<file path="config.mk">
export PLATFORM = sky130hd
export DESIGN_NAME = exec_top
export DESIGN_NICKNAME = d
export VERILOG_FILES = /design/src/rv_types_pkg.sv /design/src/rv_stage_pkg.sv /design/src/int_alu.sv /design/src/instr_decoder.sv /design/src/execute_stage.sv /design/src/result_select.sv /design/src/exec_top.sv
export SDC_FILE = /design/constraint.sdc
export NUM_CORES = 1
export LEC_CHECK = 0
export BUFFER_PORTS_ARGS = -buffer_cell sky130_fd_sc_hd__buf_2
export CAP_MARGIN = 20
export CELL_PAD_IN_SITES_DETAIL_PLACEMENT = 0
export CELL_PAD_IN_SITES_GLOBAL_PLACEMENT = 1
export CORE_MARGIN = 2
export CORE_UTILIZATION = 42
export DETAILED_ROUTE_END_ITERATION = 8
export GPL_TIMING_DRIVEN = 0
export PLACE_DENSITY = 0.88
export REMOVE_ABC_BUFFERS = 1
export SYNTH_ARGS = -nofsm -noshare
export SYNTH_HDL_FRONTEND = slang
export SYNTH_SLANG_ARGS = --single-unit
</file>
<file path="constraint.sdc">
create_clock -name clock -period 11.01 [get_ports clock]
set_clock_uncertainty 0.15 [all_clocks]
set_input_delay 1.101 -clock clock [delete_from_list [all_inputs] [get_ports clock]]
set_output_delay 1.101 -clock clock [all_outputs]
set_load 0.1 [all_outputs]
</file>
<file path="src/rv_types_pkg.sv">
package rv_types_pkg;

  // ####################
  // widths
  // ####################

  typedef logic [31:0] word_t;     // data or address word.
  typedef logic [4:0]  reg_idx_t;  // register file index.
  typedef logic [6:0]  opcode_t;
  typedef logic [2:0]  funct3_t;

  localparam word_t ILEN_BYTES = 32'd4;  // no compressed instructions.

  // ####################
  // opcodes
  // ####################

  localparam opcode_t OPC_OP       = 7'b0110011;
  localparam opcode_t OPC_OP_IMM   = 7'b0010011;
  localparam opcode_t OPC_LUI      = 7'b0110111;
  localparam opcode_t OPC_AUIPC    = 7'b0010111;
  localparam opcode_t OPC_JAL      = 7'b1101111;
  localparam opcode_t OPC_JALR     = 7'b1100111;
  localparam opcode_t OPC_BRANCH   = 7'b1100011;
  localparam opcode_t OPC_MISC_MEM = 7'b0001111;

  localparam funct3_t F3_FENCE_I = 3'b001;  // plain fence is 000.

  // ####################
  // control encodings
  // ####################

  typedef enum logic [4:0] {
    ALU_ADD, ALU_SUB, ALU_SLL, ALU_SLT, ALU_SLTU, ALU_XOR,
    ALU_SRL, ALU_SRA, ALU_OR, ALU_AND,
    ALU_EQ, ALU_NE, ALU_LT, ALU_GE, ALU_LTU, ALU_GEU,  // branch compares.
    ALU_PASS_B  // lui.
  } alu_op_t;

  typedef enum logic [1:0] {NPC_SEQ, NPC_JAL, NPC_JALR, NPC_BRANCH} npc_sel_t;

  typedef enum logic [1:0] {WDATA_ALU, WDATA_LINK, WDATA_PC_IMM} wdata_sel_t;

endpackage

</file>
<file path="src/rv_stage_pkg.sv">
package rv_stage_pkg;

  // ####################
  // decode to execute
  // ####################

  typedef struct packed {
    logic                     valid;
    logic                     fence_i;
    rv_types_pkg::word_t      pc;
    rv_types_pkg::word_t      imm;
    rv_types_pkg::alu_op_t    alu_op;
    logic                     op1_fwd;    // rs1 from previous result.
    logic                     op2_fwd;    // rs2 from previous result.
    logic                     op1_pc;     // auipc.
    logic                     op2_imm;
    rv_types_pkg::npc_sel_t   npc_sel;
    rv_types_pkg::wdata_sel_t wdata_sel;
    logic                     writes_rd;
  } decode_t;

  // ####################
  // execute to result
  // ####################

  typedef struct packed {
    logic                     valid;
    logic                     fence_i;
    rv_types_pkg::word_t      alu_result;  // from registered operands.
    rv_types_pkg::word_t      snpc;
    rv_types_pkg::word_t      dnpc;
    rv_types_pkg::npc_sel_t   npc_sel;
    rv_types_pkg::wdata_sel_t wdata_sel;
  } exec_t;

endpackage

</file>
<file path="src/int_alu.sv">
`timescale 1ns/10ps

module int_alu (
  input  rv_types_pkg::alu_op_t op,
  input  rv_types_pkg::word_t   a,
  input  rv_types_pkg::word_t   b,
  output rv_types_pkg::word_t   result
);
  import rv_types_pkg::*;

  logic [4:0] shamt;
  logic       lt_s;
  logic       lt_u;
  logic       eq;

  assign shamt = b[4:0];
  assign lt_s  = $signed(a) < $signed(b);
  assign lt_u  = a < b;
  assign eq    = a == b;

  always_comb begin
    case (op)
      ALU_ADD:           result = a + b;
      ALU_SUB:           result = a - b;
      ALU_SLL:           result = a << shamt;
      ALU_SLT, ALU_LT:   result = {31'b0, lt_s};
      ALU_SLTU, ALU_LTU: result = {31'b0, lt_u};
      ALU_XOR:           result = a ^ b;
      ALU_SRL:           result = a >> shamt;
      ALU_SRA:           result = word_t'($signed(a) >>> shamt);
      ALU_OR:            result = a | b;
      ALU_AND:           result = a & b;
      ALU_EQ:            result = {31'b0, eq};   // bit 0 decides the branch.
      ALU_NE:            result = {31'b0, !eq};
      ALU_GE:            result = {31'b0, !lt_s};
      ALU_GEU:           result = {31'b0, !lt_u};
      ALU_PASS_B:        result = b;
      default:           result = '0;
    endcase
  end

endmodule

</file>
<file path="src/instr_decoder.sv">
`timescale 1ns/10ps

module instr_decoder (
  input  logic                   clock,
  input  logic                   reset,
  input  logic                   block,
  input  logic                   instr_valid,
  input  rv_types_pkg::word_t    instr,
  input  rv_types_pkg::word_t    pc,
  input  logic                   squash,
  output rv_stage_pkg::decode_t  dec,
  output rv_types_pkg::reg_idx_t rd
);
  import rv_types_pkg::*;

  opcode_t  opcode;
  funct3_t  funct3;
  logic     funct7_5;
  reg_idx_t rs1;
  reg_idx_t rs2;
  reg_idx_t rd_field;
  logic     uses_rs1;
  logic     uses_rs2;
  logic     accept;
  reg_idx_t last_rd;
  logic     last_write;

  function automatic alu_op_t alu_op_of(input funct3_t f3, input logic alt);
    case (f3)
      3'b000:  return alt ? ALU_SUB : ALU_ADD;
      3'b001:  return ALU_SLL;
      3'b010:  return ALU_SLT;
      3'b011:  return ALU_SLTU;
      3'b100:  return ALU_XOR;
      3'b101:  return alt ? ALU_SRA : ALU_SRL;
      3'b110:  return ALU_OR;
      default: return ALU_AND;
    endcase
  endfunction

  assign opcode   = instr[6:0];
  assign rd_field = instr[11:7];
  assign funct3   = instr[14:12];
  assign rs1      = instr[19:15];
  assign rs2      = instr[24:20];
  assign funct7_5 = instr[30];

  always_comb begin
    dec           = '0;
    dec.valid     = instr_valid && !squash;  // slot after a redirect is dropped.
    dec.pc        = pc;
    dec.alu_op    = ALU_ADD;
    dec.npc_sel   = NPC_SEQ;
    dec.wdata_sel = WDATA_ALU;
    uses_rs1      = 1'b0;
    uses_rs2      = 1'b0;
    case (opcode)
      OPC_OP: begin
        dec.alu_op    = alu_op_of(funct3, funct7_5);
        dec.writes_rd = 1'b1;
        uses_rs1      = 1'b1;
        uses_rs2      = 1'b1;
      end
      OPC_OP_IMM: begin
        dec.alu_op    = alu_op_of(funct3, (funct3 == 3'b101) && funct7_5);  // only srai.
        dec.imm       = {{20{instr[31]}}, instr[31:20]};
        dec.op2_imm   = 1'b1;
        dec.writes_rd = 1'b1;
        uses_rs1      = 1'b1;
      end
      OPC_LUI: begin
        dec.alu_op    = ALU_PASS_B;
        dec.imm       = {instr[31:12], 12'b0};
        dec.op2_imm   = 1'b1;
        dec.writes_rd = 1'b1;
      end
      OPC_AUIPC: begin
        dec.imm       = {instr[31:12], 12'b0};
        dec.op1_pc    = 1'b1;
        dec.op2_imm   = 1'b1;
        dec.wdata_sel = WDATA_PC_IMM;
        dec.writes_rd = 1'b1;
      end
      OPC_JAL: begin
        dec.imm       = {{12{instr[31]}}, instr[19:12], instr[20], instr[30:21], 1'b0};
        dec.npc_sel   = NPC_JAL;
        dec.wdata_sel = WDATA_LINK;
        dec.writes_rd = 1'b1;
      end
      OPC_JALR: begin
        dec.imm       = {{20{instr[31]}}, instr[31:20]};
        dec.op2_imm   = 1'b1;
        dec.npc_sel   = NPC_JALR;
        dec.wdata_sel = WDATA_LINK;
        dec.writes_rd = 1'b1;
        uses_rs1      = 1'b1;
      end
      OPC_BRANCH: begin
        dec.imm     = {{20{instr[31]}}, instr[7], instr[30:25], instr[11:8], 1'b0};
        dec.npc_sel = NPC_BRANCH;
        uses_rs1    = 1'b1;
        uses_rs2    = 1'b1;
        case (funct3)
          3'b001:  dec.alu_op = ALU_NE;
          3'b100:  dec.alu_op = ALU_LT;
          3'b101:  dec.alu_op = ALU_GE;
          3'b110:  dec.alu_op = ALU_LTU;
          3'b111:  dec.alu_op = ALU_GEU;
          default: dec.alu_op = ALU_EQ;
        endcase
      end
      OPC_MISC_MEM: dec.fence_i = (funct3 == F3_FENCE_I);
      default: ;  // unsupported opcodes retire as nop.
    endcase
    dec.op1_fwd = uses_rs1 && last_write && (last_rd == rs1);
    dec.op2_fwd = uses_rs2 && last_write && (last_rd == rs2);
  end

  // ####################
  // forward tracking
  // ####################

  assign accept = dec.valid && !block;

  always_ff @(posedge clock) begin
    if (reset) begin
      last_write <= 1'b0;
    end else if (accept) begin
      last_write <= dec.writes_rd && (rd_field != '0);  // x0 never forwards.
    end
  end

  always_ff @(posedge clock) begin
    if (accept) begin
      last_rd <= rd_field;
    end
  end

  assign rd = last_rd;  // follows the instruction now in execute.

  // reads of x0 always see the register file value.
  a_no_x0_fwd: assert property (@(posedge clock) disable iff (reset)
    dec.valid |-> !(dec.op1_fwd && (rs1 == '0)) && !(dec.op2_fwd && (rs2 == '0)));

endmodule

</file>
<file path="src/execute_stage.sv">
`timescale 1ns/10ps

module execute_stage (
  input  logic                  clock,
  input  logic                  reset,
  input  logic                  block,
  input  rv_stage_pkg::decode_t dec,
  input  rv_types_pkg::word_t   src1,
  input  rv_types_pkg::word_t   src2,
  input  rv_types_pkg::word_t   fwd_data,
  output rv_stage_pkg::exec_t   ex,
  output logic                  rd_write
);
  import rv_types_pkg::*;

  word_t      op_a;
  word_t      op_b;
  word_t      operand1;
  word_t      operand2;
  word_t      snpc;
  word_t      dnpc;
  word_t      alu_result;
  alu_op_t    alu_op;
  npc_sel_t   npc_sel;
  wdata_sel_t wdata_sel;
  logic       valid;
  logic       fence_i;

  // ####################
  // operand select
  // ####################

  assign op_a = dec.op1_pc ? dec.pc : (dec.op1_fwd ? fwd_data : src1);
  assign op_b = dec.op2_imm ? dec.imm : (dec.op2_fwd ? fwd_data : src2);

  always_ff @(posedge clock) begin
    if (reset) begin
      valid    <= 1'b0;
      rd_write <= 1'b0;
    end else if (!block) begin
      valid    <= dec.valid;
      rd_write <= dec.valid && dec.writes_rd;
    end
  end

  // payload keeps the last accepted instruction so its result stays forwardable.
  always_ff @(posedge clock) begin
    if (!block && dec.valid) begin
      operand1  <= op_a;
      operand2  <= op_b;
      alu_op    <= dec.alu_op;
      snpc      <= dec.pc + ILEN_BYTES;
      dnpc      <= dec.pc + dec.imm;  // jal, branch and auipc target.
      npc_sel   <= dec.npc_sel;
      wdata_sel <= dec.wdata_sel;
      fence_i   <= dec.fence_i;
    end
  end

  // ####################
  // alu
  // ####################

  int_alu i_alu (
    .op     (alu_op),
    .a      (operand1),
    .b      (operand2),
    .result (alu_result)
  );

  always_comb begin
    ex.valid      = valid;
    ex.fence_i    = fence_i;
    ex.alu_result = alu_result;
    ex.snpc       = snpc;
    ex.dnpc       = dnpc;
    ex.npc_sel    = npc_sel;
    ex.wdata_sel  = wdata_sel;
  end

endmodule

</file>
<file path="src/result_select.sv">
`timescale 1ns/10ps

module result_select (
  input  logic                clock,
  input  logic                reset,
  input  logic                block,
  input  rv_stage_pkg::exec_t ex,
  output rv_types_pkg::word_t npc,
  output rv_types_pkg::word_t wdata,
  output logic                result_valid,
  output logic                clear_pipeline,
  output logic                clear_cache,
  output logic                squash
);
  import rv_types_pkg::*;

  always_comb begin
    case (ex.npc_sel)
      NPC_JAL:    npc = ex.dnpc;
      NPC_JALR:   npc = {ex.alu_result[31:1], 1'b0};
      NPC_BRANCH: npc = ex.alu_result[0] ? ex.dnpc : ex.snpc;  // compare bit.
      default:    npc = ex.snpc;
    endcase
  end

  always_comb begin
    case (ex.wdata_sel)
      WDATA_LINK:   wdata = ex.snpc;  // jal, jalr.
      WDATA_PC_IMM: wdata = ex.dnpc;  // auipc.
      default:      wdata = ex.alu_result;
    endcase
  end

  // ####################
  // redirect
  // ####################

  assign result_valid   = ex.valid;
  assign clear_cache    = ex.valid && ex.fence_i;
  assign clear_pipeline = (ex.valid && (npc != ex.snpc)) || clear_cache;
  assign squash         = clear_pipeline;  // drops the slot decoded this cycle.

  // the slot behind a redirect never produces a result.
  a_squash_drops: assert property (@(posedge clock) disable iff (reset)
    clear_pipeline && !block |=> !result_valid);

  // execute holds its registers, so a blocked cycle repeats the same result.
  a_block_holds: assert property (@(posedge clock) disable iff (reset)
    block |=> $stable(npc) && $stable(wdata) && $stable(result_valid));

endmodule

</file>
<file path="src/exec_top.sv">
`timescale 1ns/10ps

module exec_top (
  input  logic                   clock,
  input  logic                   reset,
  input  logic                   block,
  input  logic                   instr_valid,
  input  rv_types_pkg::word_t    instr,
  input  rv_types_pkg::word_t    pc,
  input  rv_types_pkg::word_t    src1,
  input  rv_types_pkg::word_t    src2,
  output logic                   result_valid,
  output rv_types_pkg::word_t    npc,
  output rv_types_pkg::word_t    wdata,
  output rv_types_pkg::reg_idx_t rd,
  output logic                   rd_write,
  output logic                   clear_pipeline,
  output logic                   clear_cache
);
  import rv_stage_pkg::*;

  decode_t dec;
  exec_t   ex;
  logic    squash;

  instr_decoder i_decoder (
    .clock       (clock),
    .reset       (reset),
    .block       (block),
    .instr_valid (instr_valid),
    .instr       (instr),
    .pc          (pc),
    .squash      (squash),
    .dec         (dec),
    .rd          (rd)
  );

  execute_stage i_execute (
    .clock    (clock),
    .reset    (reset),
    .block    (block),
    .dec      (dec),
    .src1     (src1),
    .src2     (src2),
    .fwd_data (wdata),  // previous result.
    .ex       (ex),
    .rd_write (rd_write)
  );

  result_select i_result (
    .clock          (clock),
    .reset          (reset),
    .block          (block),
    .ex             (ex),
    .npc            (npc),
    .wdata          (wdata),
    .result_valid   (result_valid),
    .clear_pipeline (clear_pipeline),
    .clear_cache    (clear_cache),
    .squash         (squash)
  );

endmodule

</file>
After elaboration in Yosys (flattened, before gate mapping)
Index checks and enable logic that the tools add are counted. Widths: inputs -> output; s select.

Flip-flop bits (word level): 146. Word-level logic and storage cells: 117. Output and inout port bits: 73. Input bits: 132.

Add/sub/neg operators: 4. Equal/unequal tests: 40. Shifts and indexed selects: 3. Bitwise operators: 3. Magnitude comparators: 2. Mux-type cells: 24. Reduce and logical (&&, ||, !) cells: 29.

Operator list (count): $pmux 32 s15 (1); $mux 32 (5); $pmux 32 s4 (1); $pmux 32 s3 (1); $pmux 5 s7 (2); $add 32x32->32 (2); $lt 32x32->1 (2); $pmux 32 s2 (1); $eq 5x4->1 const B (8); $add 32x3->32 const B (1); $and 32x32->32 (1); $eq 32x32->1 (1); $ne 32x32->1 (1); $or 32x32->32 (1); $shl 32x5->32 (1); $shr 32x5->32 (1); $sshr 32x5->32 (1); $sub 32x32->32 (1); $xor 32x32->32 (1); $eq 7x7->1 const B (3); $eq 5x3->1 const B (4); $pmux 5 s4 (1); $pmux 3 s5 (1); $eq 7x5->1 const B (2); 23 further kinds (61).

Longest topological paths before layout
Gate-level depths: netlist (run 1).

Depth in word-level cells: 11. Mapped depth: 21. Gate-level depth less buffers: 20.

By module
From an unflattened synthesis (run 1), not the netlist that was laid out.

Cells, all modules: 2746. Area, all modules: 21041.4 µm².

By module, submodules not included: int_alu (sequential area each 0.0 µm², instances 1, cells an instance 1429, area each 9225.1 µm²); execute_stage (sequential area each 4184.0 µm², instances 1, cells an instance 670, area each 7678.6 µm²); result_select (sequential area each 0.0 µm², instances 1, cells an instance 476, area each 2876.5 µm²); instr_decoder (sequential area each 170.2 µm², instances 1, cells an instance 171, area each 1261.2 µm²).

Worst setup path after synthesis (run 1)
No wires, ideal clock.

Path type: register to register. From: register i_execute.operand2[3]. To: register i_decoder.last_rd[0], in the netlist i_decoder.rd[0] (enable). Slack: -0.612 ns. Cell stages (with the launch flop): 20. Arrival time: 10.825 ns. Cells stage by stage: edfxtp_1 buf_4 buf_4 clkinv_1 clkbuf_1 clkbuf_1 ha_1 o21ai_0 o21ai_1 and3_1 o311a_4 a211oi_4 o2bb2ai_2 mux2i_1 or3_1 a221oi_2 nand4_1 o41ai_4 a21oi_2 nor2_1.

Longest elaborated chain between the ends: 11.

Ends and longest elaborated chain: start: declaration (line execute_stage.sv:19) `word_t operand2;`; start signal: assignment (line execute_stage.sv:50) `operand2 <= op_b;`; $lt 32x32->1, or another cell as far along (line int_alu.sv:18) `assign lt_u = a < b;`; $logic_not 1->1, on equally long branches (line int_alu.sv:36, int_alu.sv:34, int_alu.sv:35); $pmux 32 s15 * (line int_alu.sv:22) `case (op)`; $mux 32 (line result_select.sv:21) `NPC_BRANCH: npc = ex.alu_result[0] ? ex.dnpc : ex.snpc;`; $pmux 32 s3 * (line result_select.sv:18) `case (ex.npc_sel)`; $ne 32x32->1 * (line result_select.sv:40) `assign clear_pipeline = (ex.valid && (npc != ex.snpc)) || clear_cache;`; $logic_and 1x1->1 * (line result_select.sv:40); $logic_or 1x1->1 * (line result_select.sv:40); named net clear_pipeline (line exec_top.sv:17) `output logic clear_pipeline,`; $logic_not 1->1 * (line instr_decoder.sv:50) `dec.valid = instr_valid && !squash;`; $logic_and 1x1->1 * (line instr_decoder.sv:50); $logic_and 1x1->1 * (line instr_decoder.sv:123) `assign accept = dec.valid && !block;`; named net i_decoder.accept (line instr_decoder.sv:24) `logic accept;`; end signal: assignment (line instr_decoder.sv:135) `last_rd <= rd_field;`; end: declaration (line instr_decoder.sv:25) `reg_idx_t last_rd;`.

Mark *: on every way through the listed nets, which the timed path passes. The rest lies on a longest branch. A chain may end at the register's enable or synchronous reset.

Worst setup path after layout (run 1)
From: register i_execute.operand2[3]. To: output port npc[25].

Longest elaborated chain between the ends: 5.

Ends and longest elaborated chain: $lt 32x32->1, or another cell as far along (line int_alu.sv:18); $logic_not 1->1, on equally long branches (line int_alu.sv:36, int_alu.sv:34, int_alu.sv:35); $pmux 32 s15 * (line int_alu.sv:22); $mux 32 (line result_select.sv:21); $pmux 32 s3 * (line result_select.sv:18); end: declaration (line exec_top.sv:13) `output rv_types_pkg::word_t npc,`.

Every way passes the cells marked *; elsewhere a longest branch is shown, timed or not.

==> reports/results.md, run 1 <==
Floorplan
- 235 µm — vertical die dimension
- 42.6% — Initial Util
- 235 µm — Horiz. Die Dim
- 205 — boundary pin count
- 84 — cell row count
- 0.0528 mm² — core footprint
- 0.0554 mm² — DIE AREA

STA
- 19.7% — headroom to the max-slew limit
- 0.333 ns — final hold slack
- 1.20 ns — Least-Margin Pin Slew
- false — RSZ-0062 raised after global routing
- 101 MHz — maximum operating frequency
- 0 — Final setup violation count
- 0 — fin. max-slew vios
- 0 — endpoints failing hold
- 90.3% — post-route fraction of the period consumed by the critical path
- 0 ns — Total Negative Setup Slacks
- 9.94 ns — post-layout minimum cycle time

GRT
- 53 — maximum number of pins on one net before global-route repair
- 1 — number of antenna violations at the first check in global routing
- 0 — global route overflow
- 23480 — vias in the first global route
- 168 mm — global-route wire length before repair
- 41.2% — global-route usage over all layers

Place
- 93.1 mm — detailed placer's ending HPWL
- 204 — Port Buffers
- 1.03 — routability-driven placement congestion ratio

CTS
- sky130_fd_sc_hd__clkbuf_16 — buffer type at the clock tree root
- 0 — Hold Buf Count CTS
- 0 — number of post-CTS setup repair buffers
- 146 — clock sinks
- 0 — PostCTS Resize Cnt
- 0.07 ns — clock transition at the register clock pins on the worst setup and hold paths after CTS
- done — clock tree from TritonCTS
- 17 — total CTS buffers
- 0.45 ns — Clock Latency Late Sink
- 2 — clock buffer depth
- 4 — CTS H-tree depth

Worst setup path
- 20 — worst r2r path cells
- 0.90 ns — slowest stage delay, CP
- flop — crit path launch type
- 9.76 ns — required time worst endpoint
- 8.69 ns — arrival time at the worst endpoint
- reg -> out — worst setup path category
- 28 — worst-path fanout max
- 18 — depth of the critical timing path with buffers and inverters included
- 5 — Buffers & Inverters on Critical Path
- simple AND/OR/NAND/NOR gates — Worst path top cell family by delay
- output port — type of element capturing the critical path
- buf_16, clkinv_1, buf_12, ha_1, nor3_1, and2_1, o21ai_0, a21oi_1, nor2_1, a211oi_1, or2_1, o311ai_2, or2_2, inv_1, nor2_1, a21oi_1, nand2_1, buf_2 — sequence of cells on the critical path
- sky130_fd_sc_hd__nor2_1 — Critical-path top delay cell

Routing
- 8 — First-pass DRT Iterations
- 119 mm — post-detailed-routing wire length
- 7.13 — via/cell ratio
- 33.3 µm — WL per Instance
- 44.5 mm — total routed wire length on the met1 layer
- 0 — antenna viol nets, final
- 25406 — total via count after detailed routing
- 0 — post-route DRC violation count
- 4036 — violation count after the first detailed-routing iteration
- met5 — top routing layer in use
- 13.7 mm — Met3 Wirelength
- 51.9 mm — detailed route wirelength on metal2

Logic synthesis
- 19.4% — register area share after synthesis
- 2790 — count of mapped cells out of synthesis
- 143 — number of enable flip-flop cells after synthesis
- 0 — count of synthesis-stage warnings from yosys
- 107 — post-synthesis cell type count
- 146 — number of flip-flops and latches in the synthesized netlist
- sky130_fd_sc_hd__edfxtp_1 — most used flip-flop cell after synthesis
- 0% — Async SR Flop Fraction
- 0.0225 mm² — Post-Syn Area
- 8.07 µm² — syn_area_per_cell

Flow run
- 0 — number of violations of the max-capacitance limit

Power and ir drop
- 1.28 mW — internal power component
- 1.08 mW — net switching power
- 24.6% — clock network fraction of total power
- 113 µV — VDD IR-drop max
- 2.36 mW — post-layout power
- 30.5% — relative contribution of sequential cells to total power
- 45.0% — combinational power share
- 93.4 mW/mm² — power density cells
- 45.7% — share of total power consumed by net switching
- 10.2 nW — static leakage

Final layout
- 5171 — fill cell total of the finished layout
- 16.2% — fraction of layout instances using a drive strength above 1
- 3133 — net total in the final layout
- 12.4% — area overhead of the layout relative to synthesis
- 0.00435 mm² — register area
- 0 — number of diodes
- 47.9% — Util after Layout
- 0.0167 mm² — multi-input gate area in the final layout

Min path
- reg -> reg — class of the worst hold path
- 2 — WHS Path Cells

Status
- complete, no violations — status

-- synth_stat cells (15+ instances only) --
library cell | n | share of area, %
sky130_fd_sc_hd__buf_2 | 50 | 1.1
sky130_fd_sc_hd__a31oi_1 | 28 | 0.78
sky130_fd_sc_hd__a221oi_1 | 49 | 1.9
sky130_fd_sc_hd__nand3_1 | 73 | 1.6
sky130_fd_sc_hd__nand2_1 | 240 | 4.0
sky130_fd_sc_hd__a21o_1 | 38 | 1.3
sky130_fd_sc_hd__nor2_1 | 242 | 4.0
sky130_fd_sc_hd__o31ai_1 | 34 | 1.1
sky130_fd_sc_hd__xor2_1 | 36 | 1.4
sky130_fd_sc_hd__a211oi_1 | 33 | 1.1
sky130_fd_sc_hd__and3_1 | 23 | 0.64
sky130_fd_sc_hd__o21ai_0 | 140 | 3.1
sky130_fd_sc_hd__clkbuf_1 | 125 | 2.1
sky130_fd_sc_hd__mux4_2 | 61 | 6.1
sky130_fd_sc_hd__nor3_1 | 71 | 1.6
sky130_fd_sc_hd__and2_1 | 16 | 0.44
sky130_fd_sc_hd__nand2b_1 | 31 | 0.86
sky130_fd_sc_hd__ha_1 | 135 | 7.5
sky130_fd_sc_hd__o21a_1 | 28 | 0.93
sky130_fd_sc_hd__nand4_1 | 33 | 0.92
sky130_fd_sc_hd__xnor2_1 | 76 | 3.0
sky130_fd_sc_hd__inv_1 | 153 | 2.6
sky130_fd_sc_hd__a22oi_1 | 31 | 1.0
sky130_fd_sc_hd__o221ai_1 | 16 | 0.62
sky130_fd_sc_hd__a21oi_1 | 188 | 4.2
sky130_fd_sc_hd__edfxtp_1 | 143 | 19
sky130_fd_sc_hd__or3_1 | 17 | 0.47
sky130_fd_sc_hd__nor4_1 | 34 | 0.95
sky130_fd_sc_hd__nor2b_1 | 39 | 1.1
sky130_fd_sc_hd__o211ai_1 | 28 | 0.93
sky130_fd_sc_hd__mux2i_1 | 150 | 6.7
sky130_fd_sc_hd__o2111ai_1 | 15 | 0.58
sky130_fd_sc_hd__o22ai_1 | 60 | 1.7
sky130_fd_sc_hd__mux2_2 | 30 | 1.5
-- cells by family (layout without fill, tap and decap cells) --
group	Yosys count	after routing	share of synthesized area [%]
and+or+nand+nor	892	892	19.2
AOI/OAI and AO/OA	888	888	27.7
buffers and inverters	370	456	7.07
adders and majority gates	138	138	7.77
DFF	146	146	19.4
muxes	244	244	14.5
xor gates and xnor gates	112	112	4.36
-- cell type report --
cell class                 instances  area share (%)
multi-input combinational       2274            66.0
inverter                         156            2.31
sequential                       146            17.2
clock inverter                    14           0.613
timing repair buffer             268            8.78
clock buffer                      18            1.70
tap                              688            3.40
-- power groups by stage --
stage / clock [mW] / sequential, mW / combinational, mW
finish: 0.580 / 0.720 / 1.06
global placement: 0 / 0.763 / 0.966
global route: 0.609 / 0.720 / 1.10
floorplan: 0 / 0.723 / 0.679
CTS: 0.585 / 0.715 / 1.03
detailed placement: 0 / 0.727 / 1.03
-- registers in the layout, indices dropped and copies added, names as in the netlist --
signal / cells
i_decoder.last_write: 1
i_execute.operand2: 32
i_execute.valid: 1
i_decoder.rd: 5
i_execute.snpc: 32
i_execute.npc_sel: 2
i_execute.operand1: 32
i_execute.dnpc: 32
i_execute.fence_i: 1
i_execute.alu_op: 5
i_execute.wdata_sel: 2
i_execute.rd_write: 1
-- metal layers --
layer  vias up  GRT usage (%)
li1      10787              -
met1     12308           52.4
met2      1920           64.2
met3       389           8.60
met4         2           25.2
met5         -              0
-- path summary, 6_finish.rpt --
| kind | start | to | slack, ns |
|---|---|---|---|
| max | i_execute.operand2[3] | npc[25] | 1.07 |
| min | i_execute.rd_write | i_execute.rd_write | 0.33 |
| max reg2reg | i_execute.operand2[1] | i_execute.operand1[25] | 2.32 |
| min reg2reg | i_execute.rd_write | i_execute.rd_write | 0.33 |
-- metrics by stage --
step	std cells	area [µm²]	setup slack, ns
after CTS	3557	25200	1.48
after global placement	3468	23400	-10.38
final	3564	25300	1.07
after floorplan	2576	21500	-3.85
after global routing	3564	25300	1.03
after detailed placement	3525	24600	1.99
-- cells in the final DEF, fill, tap and decap left out, types with 30 or more instances in the layout --
| cell type | netlist | final |
|---|---|---|
| sky130_fd_sc_hd__o21ai_0 | 140 | 140 |
| sky130_fd_sc_hd__mux2i_1 | 150 | 150 |
| sky130_fd_sc_hd__xnor2_1 | 76 | 76 |
| sky130_fd_sc_hd__a221oi_1 | 49 | 49 |
| sky130_fd_sc_hd__edfxtp_1 | 143 | 143 |
| sky130_fd_sc_hd__nor3_1 | 71 | 70 |
| sky130_fd_sc_hd__xor2_1 | 36 | 36 |
| sky130_fd_sc_hd__nand2_1 | 240 | 238 |
| sky130_fd_sc_hd__buf_2 | 50 | 206 |
| sky130_fd_sc_hd__a21oi_1 | 188 | 188 |
| sky130_fd_sc_hd__nand4_1 | 33 | 33 |
| sky130_fd_sc_hd__o31ai_1 | 34 | 34 |
| sky130_fd_sc_hd__inv_1 | 153 | 152 |
| sky130_fd_sc_hd__a22oi_1 | 31 | 31 |
| sky130_fd_sc_hd__a211oi_1 | 33 | 33 |
| sky130_fd_sc_hd__nor2b_1 | 39 | 39 |
| sky130_fd_sc_hd__nor4_1 | 34 | 31 |
| sky130_fd_sc_hd__nor2_1 | 242 | 236 |
| sky130_fd_sc_hd__nand2b_1 | 31 | 31 |
| sky130_fd_sc_hd__a21o_1 | 38 | 38 |
| sky130_fd_sc_hd__nand3_1 | 73 | 73 |
| sky130_fd_sc_hd__ha_1 | 135 | 134 |
| sky130_fd_sc_hd__mux2_2 | 30 | 30 |
| sky130_fd_sc_hd__mux4_2 | 61 | 61 |
| sky130_fd_sc_hd__o22ai_1 | 60 | 60 |
-- worst min-delay path: stages, from the launching register on --
cell and delay (ns):
sky130_fd_sc_hd__dfxtp_1 0.31, sky130_fd_sc_hd__nand2_1 0.05, sky130_fd_sc_hd__o22ai_1 0.07
Power figures use the tool's default switching activity.
==> run 2: changes to the inputs <==
--- a/config.mk
+++ b/config.mk
@@ -5,16 +5,19 @@
 export SDC_FILE = /design/constraint.sdc
 export NUM_CORES = 1
 export LEC_CHECK = 0
+export ABC_AREA = 1
 export BUFFER_PORTS_ARGS = -buffer_cell sky130_fd_sc_hd__buf_2
 export CAP_MARGIN = 20
 export CELL_PAD_IN_SITES_DETAIL_PLACEMENT = 0
 export CELL_PAD_IN_SITES_GLOBAL_PLACEMENT = 1
 export CORE_MARGIN = 2
-export CORE_UTILIZATION = 42
+export CORE_UTILIZATION = 39
 export DETAILED_ROUTE_END_ITERATION = 8
 export GPL_TIMING_DRIVEN = 0
-export PLACE_DENSITY = 0.88
+export PLACE_DENSITY = 0.89
 export REMOVE_ABC_BUFFERS = 1
+export SLEW_MARGIN = 40
 export SYNTH_ARGS = -nofsm -noshare
 export SYNTH_HDL_FRONTEND = slang
+export SYNTH_HIERARCHICAL = 1
 export SYNTH_SLANG_ARGS = --single-unit
==> reports/results.md, run 2 <==
Floorplan
- 39.5% — Initial Util
- 249 µm — Horiz. Die Dim
- 0.0591 mm² — core footprint
- 205 — boundary pin count
- 89 — cell row count
- 0.0618 mm² — DIE AREA
- 249 µm — vertical die dimension

Logic synthesis
- 21.2% — fraction of post-synthesis cell area in the top cell type by area
- 59 — post-synthesis cell type count
- sky130_fd_sc_hd__nand2_1 (21%), sky130_fd_sc_hd__edfxtp_1 (18%), sky130_fd_sc_hd__nand3_1 (11%) — cell types with the largest area share after synthesis
- 5.75 µm² — syn_area_per_cell
- 143 — number of enable flip-flop cells after synthesis
- 6 — count of synthesis-stage warnings from yosys
- sky130_fd_sc_hd__nand2_1 (1318), sky130_fd_sc_hd__inv_1 (539), sky130_fd_sc_hd__nand3_1 (530) — Commonest cells post-synth
- sky130_fd_sc_hd__edfxtp_1 — most used flip-flop cell after synthesis
- 18.7% — register area share after synthesis
- 0.0233 mm² — Post-Syn Area
- sky130_fd_sc_hd__nand2_1 — most frequent cell after synthesis
- 4060 — count of mapped cells out of synthesis
- sky130_fd_sc_hd__nand2_1 — post-synth top area cell
- 0% — Async SR Flop Fraction
- 146 — number of flip-flops and latches in the synthesized netlist

Routing
- 0 — post-route DRC violation count
- 21.8 µm — WL per Instance
- 0 — antenna viol nets, final
- 3322 — violation count after the first detailed-routing iteration
- 5.68 — via/cell ratio
- 6 — First-pass DRT Iterations
- 27851 — total via count after detailed routing
- 107 mm — post-detailed-routing wire length

CTS
- sky130_fd_sc_hd__clkbuf_16 — buffer type at the clock tree root
- 2 — clock buffer depth
- 146 — clock sinks
- done — clock tree from TritonCTS
- 0.07 ns — clock transition at the register clock pins on the worst setup and hold paths after CTS
- 17 — total CTS buffers
- 0 — number of post-CTS setup repair buffers
- 4 — CTS H-tree depth
- 0.45 ns — Clock Latency Late Sink
- 0 — PostCTS Resize Cnt
- 0 — Hold Buf Count CTS

Flow run
- 0 — number of violations of the max-capacitance limit

GRT
- 25601 — vias in the first global route
- 156 mm — global-route wire length before repair
- 74 — maximum number of pins on one net before global-route repair
- 33.5% — global-route usage over all layers
- 1 — number of antenna violations at the first check in global routing
- 0 — global route overflow

Final layout
- 0.0158 mm² — multi-input gate area in the final layout
- sky130_fd_sc_hd__nand2_1 (1314), sky130_fd_sc_hd__inv_1 (534), sky130_fd_sc_hd__nand3_1 (529) — top library cells by usage in the layout, fill and taps aside
- 0 — number of diodes
- 9.49% — fraction of layout instances using a drive strength above 1
- 8.64% — area overhead of the layout relative to synthesis
- 4396 — net total in the final layout
- 6601 — fill cell total of the finished layout
- sky130_fd_sc_hd__nand2_1 — most common cell after layout, fill and taps aside
- 42.9% — Util after Layout
- 0.00435 mm² — register area

Power and ir drop
- 40.5% — combinational power share
- 83.5 mW/mm² — power density cells
- 44.0% — share of total power consumed by net switching
- 109 µV — VDD IR-drop max
- 1.19 mW — internal power component
- 932 µW — net switching power
- 31.8% — relative contribution of sequential cells to total power
- 12.9 nW — static leakage
- 27.7% — clock network fraction of total power
- 2.12 mW — post-layout power

STA
- 0 — endpoints failing hold
- 0 — fin. max-slew vios
- 0 — Final setup violation count
- 2.58 ns — worst-case setup margin in the final layout
- 39.7% — headroom to the max-slew limit
- 0.903 ns — Least-Margin Pin Slew
- 76.6% — post-route fraction of the period consumed by the critical path
- 119 MHz — maximum operating frequency
- false — RSZ-0062 raised after global routing
- 8.43 ns — post-layout minimum cycle time
- 0.317 ns — final hold slack

Place
- 88.3 mm — detailed placer's ending HPWL
- 3.09 ns — pre-CTS setup slack
- 204 — Port Buffers
- 1.04 — routability-driven placement congestion ratio

Worst setup path
- output port — type of element capturing the critical path
- sky130_fd_sc_hd__nand2_1 — most frequent CP cell
- 9.76 ns — required time worst endpoint
- 0.79 ns — slowest stage delay, CP
- sky130_fd_sc_hd__inv_2 — Critical-path top delay cell
- 7.18 ns — arrival time at the worst endpoint
- 33 — worst-path fanout max
- flop — crit path launch type
- reg -> out — worst setup path category

Min path
- reg -> reg — class of the worst hold path

Status
- complete, no violations — status

run 2: cell count changes in the layout (fill, tap and decap cells not counted), sizes merged, moves of 39 or more:
cell	previous run	this run
nand2	240	1336
nand3	73	537
inv	157	568
mux2i	151	1
nor2	245	381
o21ai	145	223
xnor2	76	6
mux4	61	0
a221oi	51	0
nor2b	39	0
run 2: power groups by stage:
stage	Clock [mW]	Sequential, mW	Combinational (mW)
floorplan	0	0.687	0.555
global route	0.613	0.675	0.918
finish	0.586	0.674	0.858
global placement	0	0.701	0.806
detailed placement	0	0.684	0.833
CTS	0.590	0.672	0.835
run 2: cells by family after synthesis:
family	after synthesis	share of synthesized area, %
xor gates and xnor gates	50	1.88
AOI/OAI and AO/OA	564	13.6
DFF	146	18.7
adders and majority gates	147	7.98
muxes	1	0.0429
and+or+nand+nor	2382	43.7
buffers and inverters	770	14.1
run 2: final timing paths:
path | startpoint | endpoint | slack [ns] | depth (start not counted)
worst min register to register | i_execute/rd_write | i_execute/rd_write | 0.32 | 2
worst min-delay path | i_execute/rd_write | i_execute/rd_write | 0.32 | 2
worst max register to register | i_execute/operand2[4] | i_execute/dnpc[22] | 3.01 | 32
worst max-delay path | i_execute/operand2[4] | clear_pipeline | 2.58 | 28
run 2: critical path: cells and delay by family (launching register included):
family / cells / cell delay (ns)
compound gates: 2 / 0.42
buf+inv: 6 / 2.10
flops: 1 / 0.52
simple gates: 19 / 3.16
fa+ha+maj: 1 / 0.45
run 2: area by class of cell:
type                       instances  area share [%]
sequential                       146            17.2
tap                              773            3.81
multi-input combinational       3144            62.2
clock inverter                    14           0.622
timing repair buffer             238            5.97
clock buffer                      18            1.69
inverter                         570            8.56
run 2: per-stage QoR:
step,instance area [µm²],TNS [ns],cells
2_1_floorplan,22200,-48.03,3860
3_3_place_gp,24200,-480.56,4837
3_5_place_dp,24800,0,4871
4_1_cts,25400,0,4903
5_1_grt,25400,0,4903
6_report,25400,0,4903
run 2: routing by layer:
metal / vias up / routed length [µm] / global-route usage, %
met5: - / 0 / 0
met3: 326 / 9520 / 3.28
met1: 12655 / 41300 / 42.3
met4: 0 / 8450 / 22.8
met2: 1604 / 47500 / 54.1
li1: 13266 / - / -
